**src/cpu_pkg.sv**
```systemverilog
package cpu_pkg;

	localparam int XLEN = 16;
	localparam int REG_NUM = 8;
	localparam int REG_AW = $clog2(REG_NUM);
	localparam int IMEM_DEPTH = 256;
	localparam int IMEM_AW = $clog2(IMEM_DEPTH);
	localparam int BOOT_WORDS = 64;
	localparam int BOOT_CNT_W = $clog2(BOOT_WORDS);
	localparam int FLASH_AW = 22;

	typedef logic [REG_AW-1:0] reg_addr_t;
	typedef logic [IMEM_AW-1:0] imem_addr_t;

	// Opcode lives in instruction bits 15..11
	typedef enum logic [4:0] {
		OP_NOP   = 5'h00,
		OP_LI    = 5'h01,
		OP_ADDIU = 5'h02,
		OP_ADDU  = 5'h03,
		OP_SUBU  = 5'h04,
		OP_AND   = 5'h05,
		OP_OR    = 5'h06,
		OP_SLT   = 5'h07,
		OP_LW    = 5'h08,
		OP_SW    = 5'h09,
		OP_BEQZ  = 5'h0a,
		OP_BNEZ  = 5'h0b,
		OP_B     = 5'h0c,
		OP_HALT  = 5'h1f
	} op_e;

	function automatic op_e inst_op(logic [XLEN-1:0] inst);
		return op_e'(inst[15:11]);
	endfunction

	function automatic reg_addr_t inst_rx(logic [XLEN-1:0] inst);
		return inst[10:8];
	endfunction

	function automatic reg_addr_t inst_ry(logic [XLEN-1:0] inst);
		return inst[7:5];
	endfunction

	function automatic reg_addr_t inst_rz(logic [XLEN-1:0] inst);
		return inst[4:2];
	endfunction

	function automatic logic [XLEN-1:0] imm8_sext(logic [XLEN-1:0] inst);
		return {{(XLEN-8){inst[7]}}, inst[7:0]};
	endfunction

	// Only LI takes its immediate unsigned
	function automatic logic [XLEN-1:0] imm8_zext(logic [XLEN-1:0] inst);
		return {{(XLEN-8){1'b0}}, inst[7:0]};
	endfunction

	function automatic logic [XLEN-1:0] imm5_sext(logic [XLEN-1:0] inst);
		return {{(XLEN-5){inst[4]}}, inst[4:0]};
	endfunction

	function automatic logic [XLEN-1:0] imm11_sext(logic [XLEN-1:0] inst);
		return {{(XLEN-11){inst[10]}}, inst[10:0]};
	endfunction

	typedef struct packed {
		logic [FLASH_AW-1:0] addr;
	} flash_req_t;

	typedef struct packed {
		logic [XLEN-1:0] addr;
		logic [XLEN-1:0] wdata;
		logic            write;
	} dmem_req_t;

	typedef struct packed {
		reg_addr_t       rd;
		logic [XLEN-1:0] value;
		logic [XLEN-1:0] pc;
	} wb_t;

	typedef struct packed {
		op_e             op;
		reg_addr_t       rd;
		logic            reg_write;
		logic [XLEN-1:0] op_a;
		logic [XLEN-1:0] op_b;
		logic [XLEN-1:0] store_data;
		logic [XLEN-1:0] pc;
	} id_exe_t;

endpackage

```
**src/boot_loader.sv**
```systemverilog
module boot_loader (
	input  logic                     clk,
	input  logic                     arst_n,
	output logic                     flash_req_valid,
	output cpu_pkg::flash_req_t      flash_req,
	input  logic                     flash_ready,
	input  logic [cpu_pkg::XLEN-1:0] flash_rdata,
	output logic                     imem_we,
	output cpu_pkg::imem_addr_t      imem_waddr,
	output logic [cpu_pkg::XLEN-1:0] imem_wdata,
	output logic                     boot_done
);
	import cpu_pkg::*;

	typedef enum logic {
		BOOT_COPY,
		BOOT_DONE
	} boot_state_e;

	boot_state_e state;
	logic [BOOT_CNT_W-1:0] word_cnt;
	logic fire;
	logic last;

	assign fire = flash_req_valid && flash_ready;
	assign last = word_cnt == BOOT_CNT_W'(BOOT_WORDS - 1);

	always_ff @(posedge clk or negedge arst_n) begin
		if (!arst_n) begin
			state <= BOOT_COPY;
			word_cnt <= '0;
			flash_req_valid <= 1'b0;
		end else begin
			case (state)
				BOOT_COPY: begin
					// Request stays up until the final word is taken
					flash_req_valid <= !(fire && last);
					if (fire) begin
						word_cnt <= word_cnt + 1'b1;
						if (last) begin
							state <= BOOT_DONE;
						end
					end
				end
				default: flash_req_valid <= 1'b0;
			endcase
		end
	end

	assign flash_req.addr = FLASH_AW'(word_cnt);

	// Flash word k lands in imem word k
	assign imem_we = fire;
	assign imem_waddr = imem_addr_t'(word_cnt);
	assign imem_wdata = flash_rdata;
	assign boot_done = state == BOOT_DONE;

endmodule

```
**src/imem.sv**
```systemverilog
module imem (
	input  logic                     clk,
	input  logic                     we,
	input  cpu_pkg::imem_addr_t      waddr,
	input  logic [cpu_pkg::XLEN-1:0] wdata,
	input  cpu_pkg::imem_addr_t      raddr,
	output logic [cpu_pkg::XLEN-1:0] rdata
);
	import cpu_pkg::*;

	logic [XLEN-1:0] mem [IMEM_DEPTH];

	// Written only by the boot loader
	always_ff @(posedge clk) begin
		if (we) begin
			mem[waddr] <= wdata;
		end
	end

	// Fetch sees the word in the same cycle
	assign rdata = mem[raddr];

endmodule

```
**src/fetch_stage.sv**
```systemverilog
module fetch_stage (
	input  logic                     clk,
	input  logic                     arst_n,
	input  logic                     boot_done,
	input  logic                     hold,
	input  logic                     halt,
	input  logic                     redirect_valid,
	input  logic [cpu_pkg::XLEN-1:0] redirect_target,
	output cpu_pkg::imem_addr_t      imem_raddr,
	input  logic [cpu_pkg::XLEN-1:0] imem_rdata,
	output logic                     if_valid,
	output logic [cpu_pkg::XLEN-1:0] if_inst,
	output logic [cpu_pkg::XLEN-1:0] if_pc
);
	import cpu_pkg::*;

	logic [XLEN-1:0] pc;
	logic run;

	assign run = boot_done && !halt;
	assign imem_raddr = pc[IMEM_AW-1:0];

	always_ff @(posedge clk or negedge arst_n) begin
		if (!arst_n) begin
			pc <= '0;
			if_valid <= 1'b0;
		end else if (!hold) begin
			if_valid <= run;
			if (run) begin
				// Branch in decode; the word fetched now is its delay slot
				if (redirect_valid) begin
					pc <= redirect_target;
				end else begin
					pc <= pc + 1'b1;
				end
			end
		end
	end

	always_ff @(posedge clk) begin
		if (!hold && run) begin
			if_inst <= imem_rdata;
			if_pc <= pc;
		end
	end

endmodule

```
**src/decode_stage.sv**
```systemverilog
module decode_stage (
	input  logic                     clk,
	input  logic                     arst_n,
	input  logic                     hold,
	input  logic                     if_valid,
	input  logic [cpu_pkg::XLEN-1:0] if_inst,
	input  logic [cpu_pkg::XLEN-1:0] if_pc,
	output cpu_pkg::reg_addr_t       rs_addr_a,
	output cpu_pkg::reg_addr_t       rs_addr_b,
	input  logic [cpu_pkg::XLEN-1:0] rs_data_a,
	input  logic [cpu_pkg::XLEN-1:0] rs_data_b,
	input  logic                     exe_fwd_valid,
	input  cpu_pkg::reg_addr_t       exe_fwd_rd,
	input  logic [cpu_pkg::XLEN-1:0] exe_fwd_value,
	input  logic                     wb_valid,
	input  cpu_pkg::wb_t             wb,
	output logic                     redirect_valid,
	output logic [cpu_pkg::XLEN-1:0] redirect_target,
	output logic                     ex_valid,
	output cpu_pkg::id_exe_t         ex
);
	import cpu_pkg::*;

	op_e op;
	reg_addr_t rx;
	reg_addr_t ry;
	reg_addr_t rz;
	logic [XLEN-1:0] val_x;
	logic [XLEN-1:0] val_y;
	logic taken;
	id_exe_t ex_d;

	assign op = inst_op(if_inst);
	assign rx = inst_rx(if_inst);
	assign ry = inst_ry(if_inst);
	assign rz = inst_rz(if_inst);

	assign rs_addr_a = rx;
	assign rs_addr_b = ry;

	// Youngest producer wins
	always_comb begin
		if (exe_fwd_valid && exe_fwd_rd == rx) begin
			val_x = exe_fwd_value;
		end else if (wb_valid && wb.rd == rx) begin
			val_x = wb.value;
		end else begin
			val_x = rs_data_a;
		end
		if (exe_fwd_valid && exe_fwd_rd == ry) begin
			val_y = exe_fwd_value;
		end else if (wb_valid && wb.rd == ry) begin
			val_y = wb.value;
		end else begin
			val_y = rs_data_b;
		end
	end

	always_comb begin
		ex_d.op = op;
		ex_d.rd = rz;
		ex_d.reg_write = 1'b0;
		ex_d.op_a = val_x;
		ex_d.op_b = val_y;
		ex_d.store_data = val_y;
		ex_d.pc = if_pc;
		taken = 1'b0;
		redirect_target = if_pc + XLEN'(1) + imm8_sext(if_inst);
		case (op)
			OP_LI: begin
				ex_d.rd = rx;
				ex_d.reg_write = 1'b1;
				ex_d.op_b = imm8_zext(if_inst);
			end
			OP_ADDIU: begin
				ex_d.rd = rx;
				ex_d.reg_write = 1'b1;
				ex_d.op_b = imm8_sext(if_inst);
			end
			OP_ADDU, OP_SUBU, OP_AND, OP_OR, OP_SLT: ex_d.reg_write = 1'b1;
			OP_LW: begin
				ex_d.rd = ry;
				ex_d.reg_write = 1'b1;
				ex_d.op_b = imm5_sext(if_inst);
			end
			OP_SW: ex_d.op_b = imm5_sext(if_inst);
			OP_BEQZ: taken = val_x == '0;
			OP_BNEZ: taken = val_x != '0;
			OP_B: begin
				taken = 1'b1;
				redirect_target = if_pc + XLEN'(1) + imm11_sext(if_inst);
			end
			default: ;
		endcase
	end

	assign redirect_valid = if_valid && taken;

	always_ff @(posedge clk or negedge arst_n) begin
		if (!arst_n) begin
			ex_valid <= 1'b0;
		end else if (!hold) begin
			ex_valid <= if_valid;
		end
	end

	always_ff @(posedge clk) begin
		if (!hold) begin
			ex <= ex_d;
		end
	end

endmodule

```
**src/reg_file.sv**
```systemverilog
module reg_file (
	input  logic                     clk,
	input  logic                     arst_n,
	input  cpu_pkg::reg_addr_t       raddr_a,
	input  cpu_pkg::reg_addr_t       raddr_b,
	output logic [cpu_pkg::XLEN-1:0] rdata_a,
	output logic [cpu_pkg::XLEN-1:0] rdata_b,
	input  logic                     we,
	input  cpu_pkg::reg_addr_t       waddr,
	input  logic [cpu_pkg::XLEN-1:0] wdata
);
	import cpu_pkg::*;

	logic [XLEN-1:0] regs [REG_NUM];

	always_ff @(posedge clk or negedge arst_n) begin
		if (!arst_n) begin
			for (int i = 0; i < REG_NUM; i++) begin
				regs[i] <= '0;
			end
		end else if (we) begin
			regs[waddr] <= wdata;
		end
	end

	// Same-cycle writes are covered by forwarding in decode
	assign rdata_a = regs[raddr_a];
	assign rdata_b = regs[raddr_b];

endmodule

```
**src/exe_stage.sv**
```systemverilog
module exe_stage (
	input  logic                     clk,
	input  logic                     arst_n,
	input  logic                     ex_valid,
	input  cpu_pkg::id_exe_t         ex,
	output logic                     dmem_req_valid,
	output cpu_pkg::dmem_req_t       dmem_req,
	input  logic                     dmem_ready,
	input  logic [cpu_pkg::XLEN-1:0] dmem_rdata,
	output logic                     hold,
	output logic                     halt,
	output logic                     exe_fwd_valid,
	output cpu_pkg::reg_addr_t       exe_fwd_rd,
	output logic [cpu_pkg::XLEN-1:0] exe_fwd_value,
	output logic                     wb_valid,
	output cpu_pkg::wb_t             wb
);
	import cpu_pkg::*;

	logic live;
	logic mem_op;
	logic [XLEN-1:0] alu_res;

	// Everything behind a HALT is squashed here
	assign live = ex_valid && !halt;
	assign mem_op = live && (ex.op == OP_LW || ex.op == OP_SW);

	always_comb begin
		alu_res = '0;
		case (ex.op)
			OP_LI: alu_res = ex.op_b;
			OP_ADDIU, OP_ADDU, OP_LW, OP_SW: alu_res = ex.op_a + ex.op_b;
			OP_SUBU: alu_res = ex.op_a - ex.op_b;
			OP_AND: alu_res = ex.op_a & ex.op_b;
			OP_OR: alu_res = ex.op_a | ex.op_b;
			OP_SLT: alu_res = XLEN'($signed(ex.op_a) < $signed(ex.op_b));
			default: ;
		endcase
	end

	assign dmem_req_valid = mem_op;
	assign dmem_req.addr = alu_res;
	assign dmem_req.wdata = ex.store_data;
	assign dmem_req.write = ex.op == OP_SW;

	// Whole pipeline waits on a slow data access
	assign hold = mem_op && !dmem_ready;

	assign exe_fwd_valid = live && ex.reg_write;
	assign exe_fwd_rd = ex.rd;
	assign exe_fwd_value = (ex.op == OP_LW) ? dmem_rdata : alu_res;

	always_ff @(posedge clk or negedge arst_n) begin
		if (!arst_n) begin
			wb_valid <= 1'b0;
			halt <= 1'b0;
		end else begin
			// One pulse per instruction, none while stalled
			wb_valid <= exe_fwd_valid && !hold;
			if (live && ex.op == OP_HALT) begin
				halt <= 1'b1;
			end
		end
	end

	always_ff @(posedge clk) begin
		if (exe_fwd_valid && !hold) begin
			wb.rd <= ex.rd;
			wb.value <= exe_fwd_value;
			wb.pc <= ex.pc;
		end
	end

endmodule

```
**src/zhxpu.sv**
```systemverilog
module zhxpu (
	input  logic                     clk,
	input  logic                     arst_n,
	output logic                     flash_req_valid,
	output cpu_pkg::flash_req_t      flash_req,
	input  logic                     flash_ready,
	input  logic [cpu_pkg::XLEN-1:0] flash_rdata,
	output logic                     dmem_req_valid,
	output cpu_pkg::dmem_req_t       dmem_req,
	input  logic                     dmem_ready,
	input  logic [cpu_pkg::XLEN-1:0] dmem_rdata,
	output logic                     boot_done,
	output logic                     wb_valid,
	output cpu_pkg::wb_t             wb,
	output logic                     halted
);
	import cpu_pkg::*;

// Bootloader
	logic imem_we;
	imem_addr_t imem_waddr;
	logic [XLEN-1:0] imem_wdata;
	imem_addr_t imem_raddr;
	logic [XLEN-1:0] imem_rdata;

	boot_loader __boot_loader (
		.clk(clk),
		.arst_n(arst_n),
		.flash_req_valid(flash_req_valid),
		.flash_req(flash_req),
		.flash_ready(flash_ready),
		.flash_rdata(flash_rdata),
		.imem_we(imem_we),
		.imem_waddr(imem_waddr),
		.imem_wdata(imem_wdata),
		.boot_done(boot_done)
	);

	imem __imem (
		.clk(clk),
		.we(imem_we),
		.waddr(imem_waddr),
		.wdata(imem_wdata),
		.raddr(imem_raddr),
		.rdata(imem_rdata)
	);

// IF stage
	logic hold;
	logic redirect_valid;
	logic [XLEN-1:0] redirect_target;
	logic if_valid;
	logic [XLEN-1:0] if_inst;
	logic [XLEN-1:0] if_pc;

	fetch_stage __fetch_stage (
		.clk(clk),
		.arst_n(arst_n),
		.boot_done(boot_done),
		.hold(hold),
		.halt(halted),
		.redirect_valid(redirect_valid),
		.redirect_target(redirect_target),
		.imem_raddr(imem_raddr),
		.imem_rdata(imem_rdata),
		.if_valid(if_valid),
		.if_inst(if_inst),
		.if_pc(if_pc)
	);

// ID stage
	reg_addr_t rs_addr_a;
	reg_addr_t rs_addr_b;
	logic [XLEN-1:0] rs_data_a;
	logic [XLEN-1:0] rs_data_b;
	logic exe_fwd_valid;
	reg_addr_t exe_fwd_rd;
	logic [XLEN-1:0] exe_fwd_value;
	logic ex_valid;
	id_exe_t ex;

	decode_stage __decode_stage (
		.clk(clk),
		.arst_n(arst_n),
		.hold(hold),
		.if_valid(if_valid),
		.if_inst(if_inst),
		.if_pc(if_pc),
		.rs_addr_a(rs_addr_a),
		.rs_addr_b(rs_addr_b),
		.rs_data_a(rs_data_a),
		.rs_data_b(rs_data_b),
		.exe_fwd_valid(exe_fwd_valid),
		.exe_fwd_rd(exe_fwd_rd),
		.exe_fwd_value(exe_fwd_value),
		.wb_valid(wb_valid),
		.wb(wb),
		.redirect_valid(redirect_valid),
		.redirect_target(redirect_target),
		.ex_valid(ex_valid),
		.ex(ex)
	);

	// Write port is fed from the WB register
	reg_file __reg_file (
		.clk(clk),
		.arst_n(arst_n),
		.raddr_a(rs_addr_a),
		.raddr_b(rs_addr_b),
		.rdata_a(rs_data_a),
		.rdata_b(rs_data_b),
		.we(wb_valid),
		.waddr(wb.rd),
		.wdata(wb.value)
	);

// EXE and WB stages
	exe_stage __exe_stage (
		.clk(clk),
		.arst_n(arst_n),
		.ex_valid(ex_valid),
		.ex(ex),
		.dmem_req_valid(dmem_req_valid),
		.dmem_req(dmem_req),
		.dmem_ready(dmem_ready),
		.dmem_rdata(dmem_rdata),
		.hold(hold),
		.halt(halted),
		.exe_fwd_valid(exe_fwd_valid),
		.exe_fwd_rd(exe_fwd_rd),
		.exe_fwd_value(exe_fwd_value),
		.wb_valid(wb_valid),
		.wb(wb)
	);

endmodule

```
**config.mk**
```make
export PLATFORM = sky130hd
export DESIGN_NAME = zhxpu
export DESIGN_NICKNAME = d
export VERILOG_FILES = /design/src/cpu_pkg.sv /design/src/boot_loader.sv /design/src/imem.sv /design/src/fetch_stage.sv /design/src/decode_stage.sv /design/src/reg_file.sv /design/src/exe_stage.sv /design/src/zhxpu.sv
export SDC_FILE = /design/constraint.sdc
export NUM_CORES = 2
export LEC_CHECK = 0
export ABC_AREA = 0
export BUFFER_PORTS_ARGS = -buffer_cell sky130_fd_sc_hd__buf_2
export CORE_ASPECT_RATIO = 1.5
export CORE_UTILIZATION = 45
export CTS_CLUSTER_SIZE = 10
export DETAILED_ROUTE_END_ITERATION = 6
export PLACE_DENSITY = 0.61
export SLEW_MARGIN = 20
export SYNTH_ARGS = -nofsm -noshare
export SYNTH_HDL_FRONTEND = slang
export SYNTH_SLANG_ARGS = --single-unit
```
**constraint.sdc**
```tcl
create_clock -name clk -period 6.6 [get_ports clk]
set_clock_uncertainty 0.15 [all_clocks]
set_input_delay 0.66 -clock clk [delete_from_list [all_inputs] [get_ports clk]]
set_output_delay 0.66 -clock clk [all_outputs]
set_load 0.05 [all_outputs]
```
; ---- Yosys cells after proc, flatten, opt, wreduce, memory -nomap -nowiden
; Memory sizes are Yosys's and may differ from the RTL's. A register that Yosys moved wholly into a read port is not among the register bits.
; Index checks and enable logic that the tools add are counted.
[totals]
reg_bits = 280
ramBits = 4096
inputBits = 36
output_inout_bits = 95
word_cells = 130
mem_count = 1
[classes]
n_addsub = 7
magnitude_cmp = 5
eq_ne = 27
n_mux = 27
n_bitwise = 7
reduce_logical = 29
[memory_table]
columns = memory, depth, width, read_ports, rd_clocked_by_memory_dff, wr, line_no
row1 = __imem.mem, 256, 16, 1, 1, 1, imem.sv:11  ; logic [XLEN-1:0] mem [IMEM_DEPTH];
[ops]
columns = operator, n
row1 = two-way mux 16 bit, 12
row2 = bitwise mux 128 bit, 1
row3 = binary-select mux 16 bit (select 3 bit), 2
row4 = one-hot mux 16 bit (6 select lines), 1
row5 = adder 16 bit, 3
row6 = demux 16 bit (select 3 bit), 1
row7 = one-hot mux 16 bit (3 select lines), 1
row8 = "== test 5 x 3 -> 1 bit, second input constant", 8
row9 = "== test 5 x 4 -> 1 bit, second input constant", 7
row10 = "adder 16 x 1 -> 16 bit, second input constant", 2
row11 = "== test 5 x 2 -> 1 bit, second input constant", 4
row12 = AND 16 bit, 1
row13 = logical AND 1 bit, 16
row14 = zero test 16 bit, 1
row15 = < comparator 16 bit, 1
row16 = bitwise OR 16 bit, 1
row17 = nonzero test 16 bit, 1
row18 = subtractor 16 bit, 1
row19 = == test 3 bit, 4
row20 = "greater-or-equal comparator 4 bit, second input constant", 3
row21 = inverter 3 -> 4 bit, 3
row22 = "== test 5 x 1 -> 1 bit, second input constant", 2
row23 = OR reduction 8 bit, 1
row24 = two-way mux 1 bit, 7
row25 = other kinds (12), 18

; ---- Logic depth before layout (Yosys ltp)
[logic_depth]
word_depth = 10
depth_mapped = 17
depth_no_buf = 16

; ---- Modules after synthesis
; A second synthesis with hierarchy kept.
[unflattened]
cells_unflattened = 8851
area_unflattened_um2 = 176863.4
[modules_own_cells]
columns = module, instances, cells_each, area_each_um2, seq_area_each_um2
row1 = imem, 1, 7344, 158394.4, 122998.0
row2 = reg_file, 1, 393, 7000.5, 3203.1
row3 = decode_stage, 1, 395, 4469.3, 2217.1
row4 = exe_stage, 1, 485, 4224.1, 1101.1
row5 = fetch_stage, 1, 165, 2117.0, 1386.3
row6 = boot_loader, 1, 69, 658.1, 200.2

; ---- Worst setup path before layout
; Ideal clock, no wire load.
[synth_path]
path_type = register to register
start = register __exe_stage.halt
end = register __fetch_stage.if_inst[0] (netlist bit) (read register of __imem.mem) (enable)
setup_ns = 0.409
t_arrival_ns = 4.082
t_required_ns = 6.041
path_slack_ns = 1.959
stages_incl_launch_ff = 7
path_buffers = 1
period_less_slack_ns = 4.641
path_cell_list = dfrtp_1 > nand3b_1 > nor2_1 > inv_1 > nand3b_1 > inv_1 > clkbuf_1
[synth_via]
elab_chain_len = 6
elab_cells_between_ends = 7
classes_between = 7 x reduce/logical
[synth_rtl]
columns = item, line_no
row1 = from (decl), exe_stage.sv:11  ; output logic halt,
row2 = from (signal assigned), exe_stage.sv:56  ; halt <= 1'b0;
row3 = from (signal assigned), exe_stage.sv:61  ; halt <= 1'b1;
row4 = zero test 1 bit (*), "fetch_stage.sv:20, exe_stage.sv:25"
row5 = logical AND 1 bit, exe_stage.sv:25  ; assign live = ex_valid && !halt;
row6 = logical AND 1 bit, exe_stage.sv:26  ; assign mem_op = live && (ex.op == OP_LW || ex.op == OP_SW);
row7 = logical AND 1 bit, exe_stage.sv:47  ; assign hold = mem_op && !dmem_ready;
row8 = zero test 1 bit, fetch_stage.sv:41  ; if (!hold && run) begin
row9 = logical AND 1 bit (*), fetch_stage.sv:41
row10 = to (decl), fetch_stage.sv:12  ; output logic [cpu_pkg::XLEN-1:0] if_inst,
; Every way passes the cells marked *; elsewhere a longest branch is shown, timed or not.
; A chain may end at the register's enable or synchronous reset.

==> reports/metrics.cfg <==
[cells_and_area]
post-route-util = 0.509
drive_gt1_frac = 0.294
layout.nets = 3339
synthToLayoutAreaGrowth_pct = 12.4
final_cell_mix = 1164 x edfxtp_1, 400 x mux4_2, 154 x clkbuf_16
layout_commonest_cell = edfxtp_1
fillers = 9906
multi_input_area_um2 = 16700
register_area_um2 = 38900

[synthesis]
synthesis.area_um2 = 56700
synth_warnings = 0
synth-async-reset-ratio = 0.118
synth_edf_count = 1164
avgSynthCellArea_um2 = 18.6
ys_ff_latch = 1320
ys_seq_area_frac = 0.685
synthCells = 3048
ys_types = 85
synth_ff_type = edfxtp_1

[floorplanning]
dieArea_um2 = 128000
ios = 131
core_area_um2 = 125000
chipWidth_um = 292
std_cell_rows = 159
chipHeight_um = 437
initial_core_util = 0.453

[worst_setup_path]
end_kind = register
cpPeakStageDelay_ns = 0.65
worst_ep_arrival_time_ns = 5.71
cp_max_fo = 4
cp_slowest_cell = o21ai_0
critPathRequiredTime_ns = 7.14
critical_path_class = reg2reg
crit_path_cell_trace = ha_1 -> fa_1 -> a211oi_2 -> nor4b_1 -> or3_1 -> a21o_1 -> o22ai_1 -> a31oi_1 -> a21o_1 -> a2111oi_2 -> nand4b_1 -> mux2_4 -> o21ai_0 -> o221a_2
cp-start-kind = register
crit_path_frequent_cell = a21o_1

[status]
status = completed

[placement]
post-dp-hpwl_um = 92700
numPortBuffers = 114
gp_congestion = 0.888

[clock_network]
cts_root_buf = clkbuf_16
cts_buffer_depth = 3
clk_pin_slew_ns = 0.06
clk_latency_ns = 0.78
cts_buffers = 151
cts_tree = yes
clock_sink_count = 1320
htreeDepth = 4

[timing]
tightest_slew_ns = 1.06
max_slew_margin = 0.291
period_needed_ns = 5.17
rsz0062_at_grt = no
hold_violations = 0
finalSetupTns_ns = 0
period_share = 0.783
whs_ns = 0.110
max_freq_mhz = 194
report.final.slew_viol_count = 0
final-setup-viol-count = 0

[min_path]
hold_class = in2reg

[power_and_ir_drop]
peakVddDrop_v = 0.000277
leakage_nw = 21.9
p_per_area_nw_per_um2 = 330

[global_routing]
grt_antenna_before_repair = 2
grt_pass1_vias = 31174
grt_pass1_wl_um = 216000
grt_max_degree = 114
track_usage = 0.235
grt-ovfl-total = 0

[route]
wl_per_cell_um = 30.1
drtPass1Iterations = 5
drtAntennaViolNets = 0
vias = 29469
dr.first_iter.drc_count = 2506
drc_errors = 0
vias_per_cell = 6.01
drt-total-wl_um = 148000

[flow_run]
maxCapViolations = 0

cell type report:
class,instances,area share
Sequential cell,1320,0.610
Multi-Input combinational cell,1462,0.262
Clock buffer,211,0.0646
Tap cell,1610,0.0316
Timing Repair Buffer,222,0.0235
Clock inverter,14,0.00477
Inverter,65,0.00383
Antenna cell,3,0.000118
cells by family (layout without fill, tap and decap cells):
kind of cell             count (synthesis)  in the layout  synth area share
flip-flops                            1320           1320             0.685
multiplexers                           585            585             0.195
AND/OR/NAND/NOR                        445            445            0.0366
AO/OA/AOI/OAI                          287            287            0.0352
buffers and inverters                  281            512            0.0227
adder cells (fa/ha/maj)                 81             81            0.0183
XOR/XNOR                                48             48           0.00767
other                                    1             19         0.0000661
metal layers:
layer | track usage | wire (um)
met4 | 0.0869 | 5530
met2 | 0.434 | 81000
met3 | 0.0345 | 6960
met5 | 0 | 13
met1 | 0.276 | 54100
power by group:
| part | internal [mW] | switching [mW] |
|---|---|---|
| clock network | 4.35 | 3.27 |
| logic | 1.54 | 2.06 |
| registers | 9.51 | 0.297 |
| total | 15.4 | 5.63 |
flip-flops by register name, summed over array words and instances, names as in the netlist:
register / flops
__exe_stage.wb: 35
__decode_stage.ex: 73
__imem.mem: 1024
__fetch_stage.if_valid: 1
__fetch_stage.if_inst: 16
__boot_loader.boot_done: 1
__reg_file.regs: 128
__boot_loader.word_cnt: 6
__boot_loader.flash_req_valid: 1
__exe_stage.halt: 1
__exe_stage.wb_valid: 1
__decode_stage.ex_valid: 1
__fetch_stage.if_pc: 16
__fetch_stage.pc: 16
per-stage QoR:
stage               worst slack [ns]  area, um2  std cells  total power, mW
floorplan                       1.96      56800       3063             12.4
global placement                1.47      59300       4678             13.5
detailed placement              1.44      59300       4678             13.6
CTS                             1.41      63700       4904             21.2
global route                    1.18      63700       4905             21.7
finish                          1.43      63700       4907             21.0
path summary, 6_finish.rpt:
path / start / endpoint / slack [ns] / depth (start not counted)
hold / removal: dmem_rdata[14] / __exe_stage.wb[30]$_DFFE_PP_ / 0.11 / 2
setup / recovery: __decode_stage.ex[32]$_DFFE_PN_ / __fetch_stage.pc[2]$_DFFE_PN0P_ / 1.43 / 14
min in group asynchronous: arst_n / __reg_file.regs[120]$_DFFE_PN0P_ / 0.47 / 2
hold reg to reg: __decode_stage.ex[0]$_DFFE_PN_ / __exe_stage.wb[0]$_DFFE_PP_ / 0.27 / 0
setup reg to reg: __decode_stage.ex[32]$_DFFE_PN_ / __fetch_stage.pc[2]$_DFFE_PN0P_ / 1.43 / 14
max in group asynchronous: arst_n / __fetch_stage.pc[3]$_DFFE_PN0P_ / 4.44 / 3
repair_timing:
item	in CTS	in global routing
resized for setup	0	0
hold buffers	1	0
buffers inserted	0	0
endpoints found under the hold margin	112	0
synthesized netlist by cell type (16+ instances only):
cell / number / share of area
edfxtp_1: 1164 / 0.62
mux4_2: 400 / 0.16
dfrtp_1: 156 / 0.069
nor2_1: 148 / 0.0098
nand2_1: 139 / 0.0092
mux2_2: 138 / 0.027
clkbuf_1: 116 / 0.0077
ha_1: 78 / 0.017
o21ai_0: 67 / 0.0059
inv_1: 65 / 0.0043
a21oi_1: 52 / 0.0046
mux2i_1: 46 / 0.0081
buf_4: 40 / 0.0053
nand3_1: 39 / 0.0034
buf_1: 36 / 0.0024
xnor2_1: 29 / 0.0045
nor3_1: 23 / 0.0020
a21o_1: 21 / 0.0028
xor2_1: 18 / 0.0028
buf_2: 16 / 0.0014
worst max-delay path, delay by kind of cell, from the launching register on:
family,cells,cell delay (ns)
adder cells (fa/ha/maj),2,0.75
AND/OR/NAND/NOR,3,0.82
AO/OA/AOI/OAI,8,2.53
multiplexers,1,0.41
flip-flops,1,0.44
Note: power is estimated with default switching activity, not from simulation.
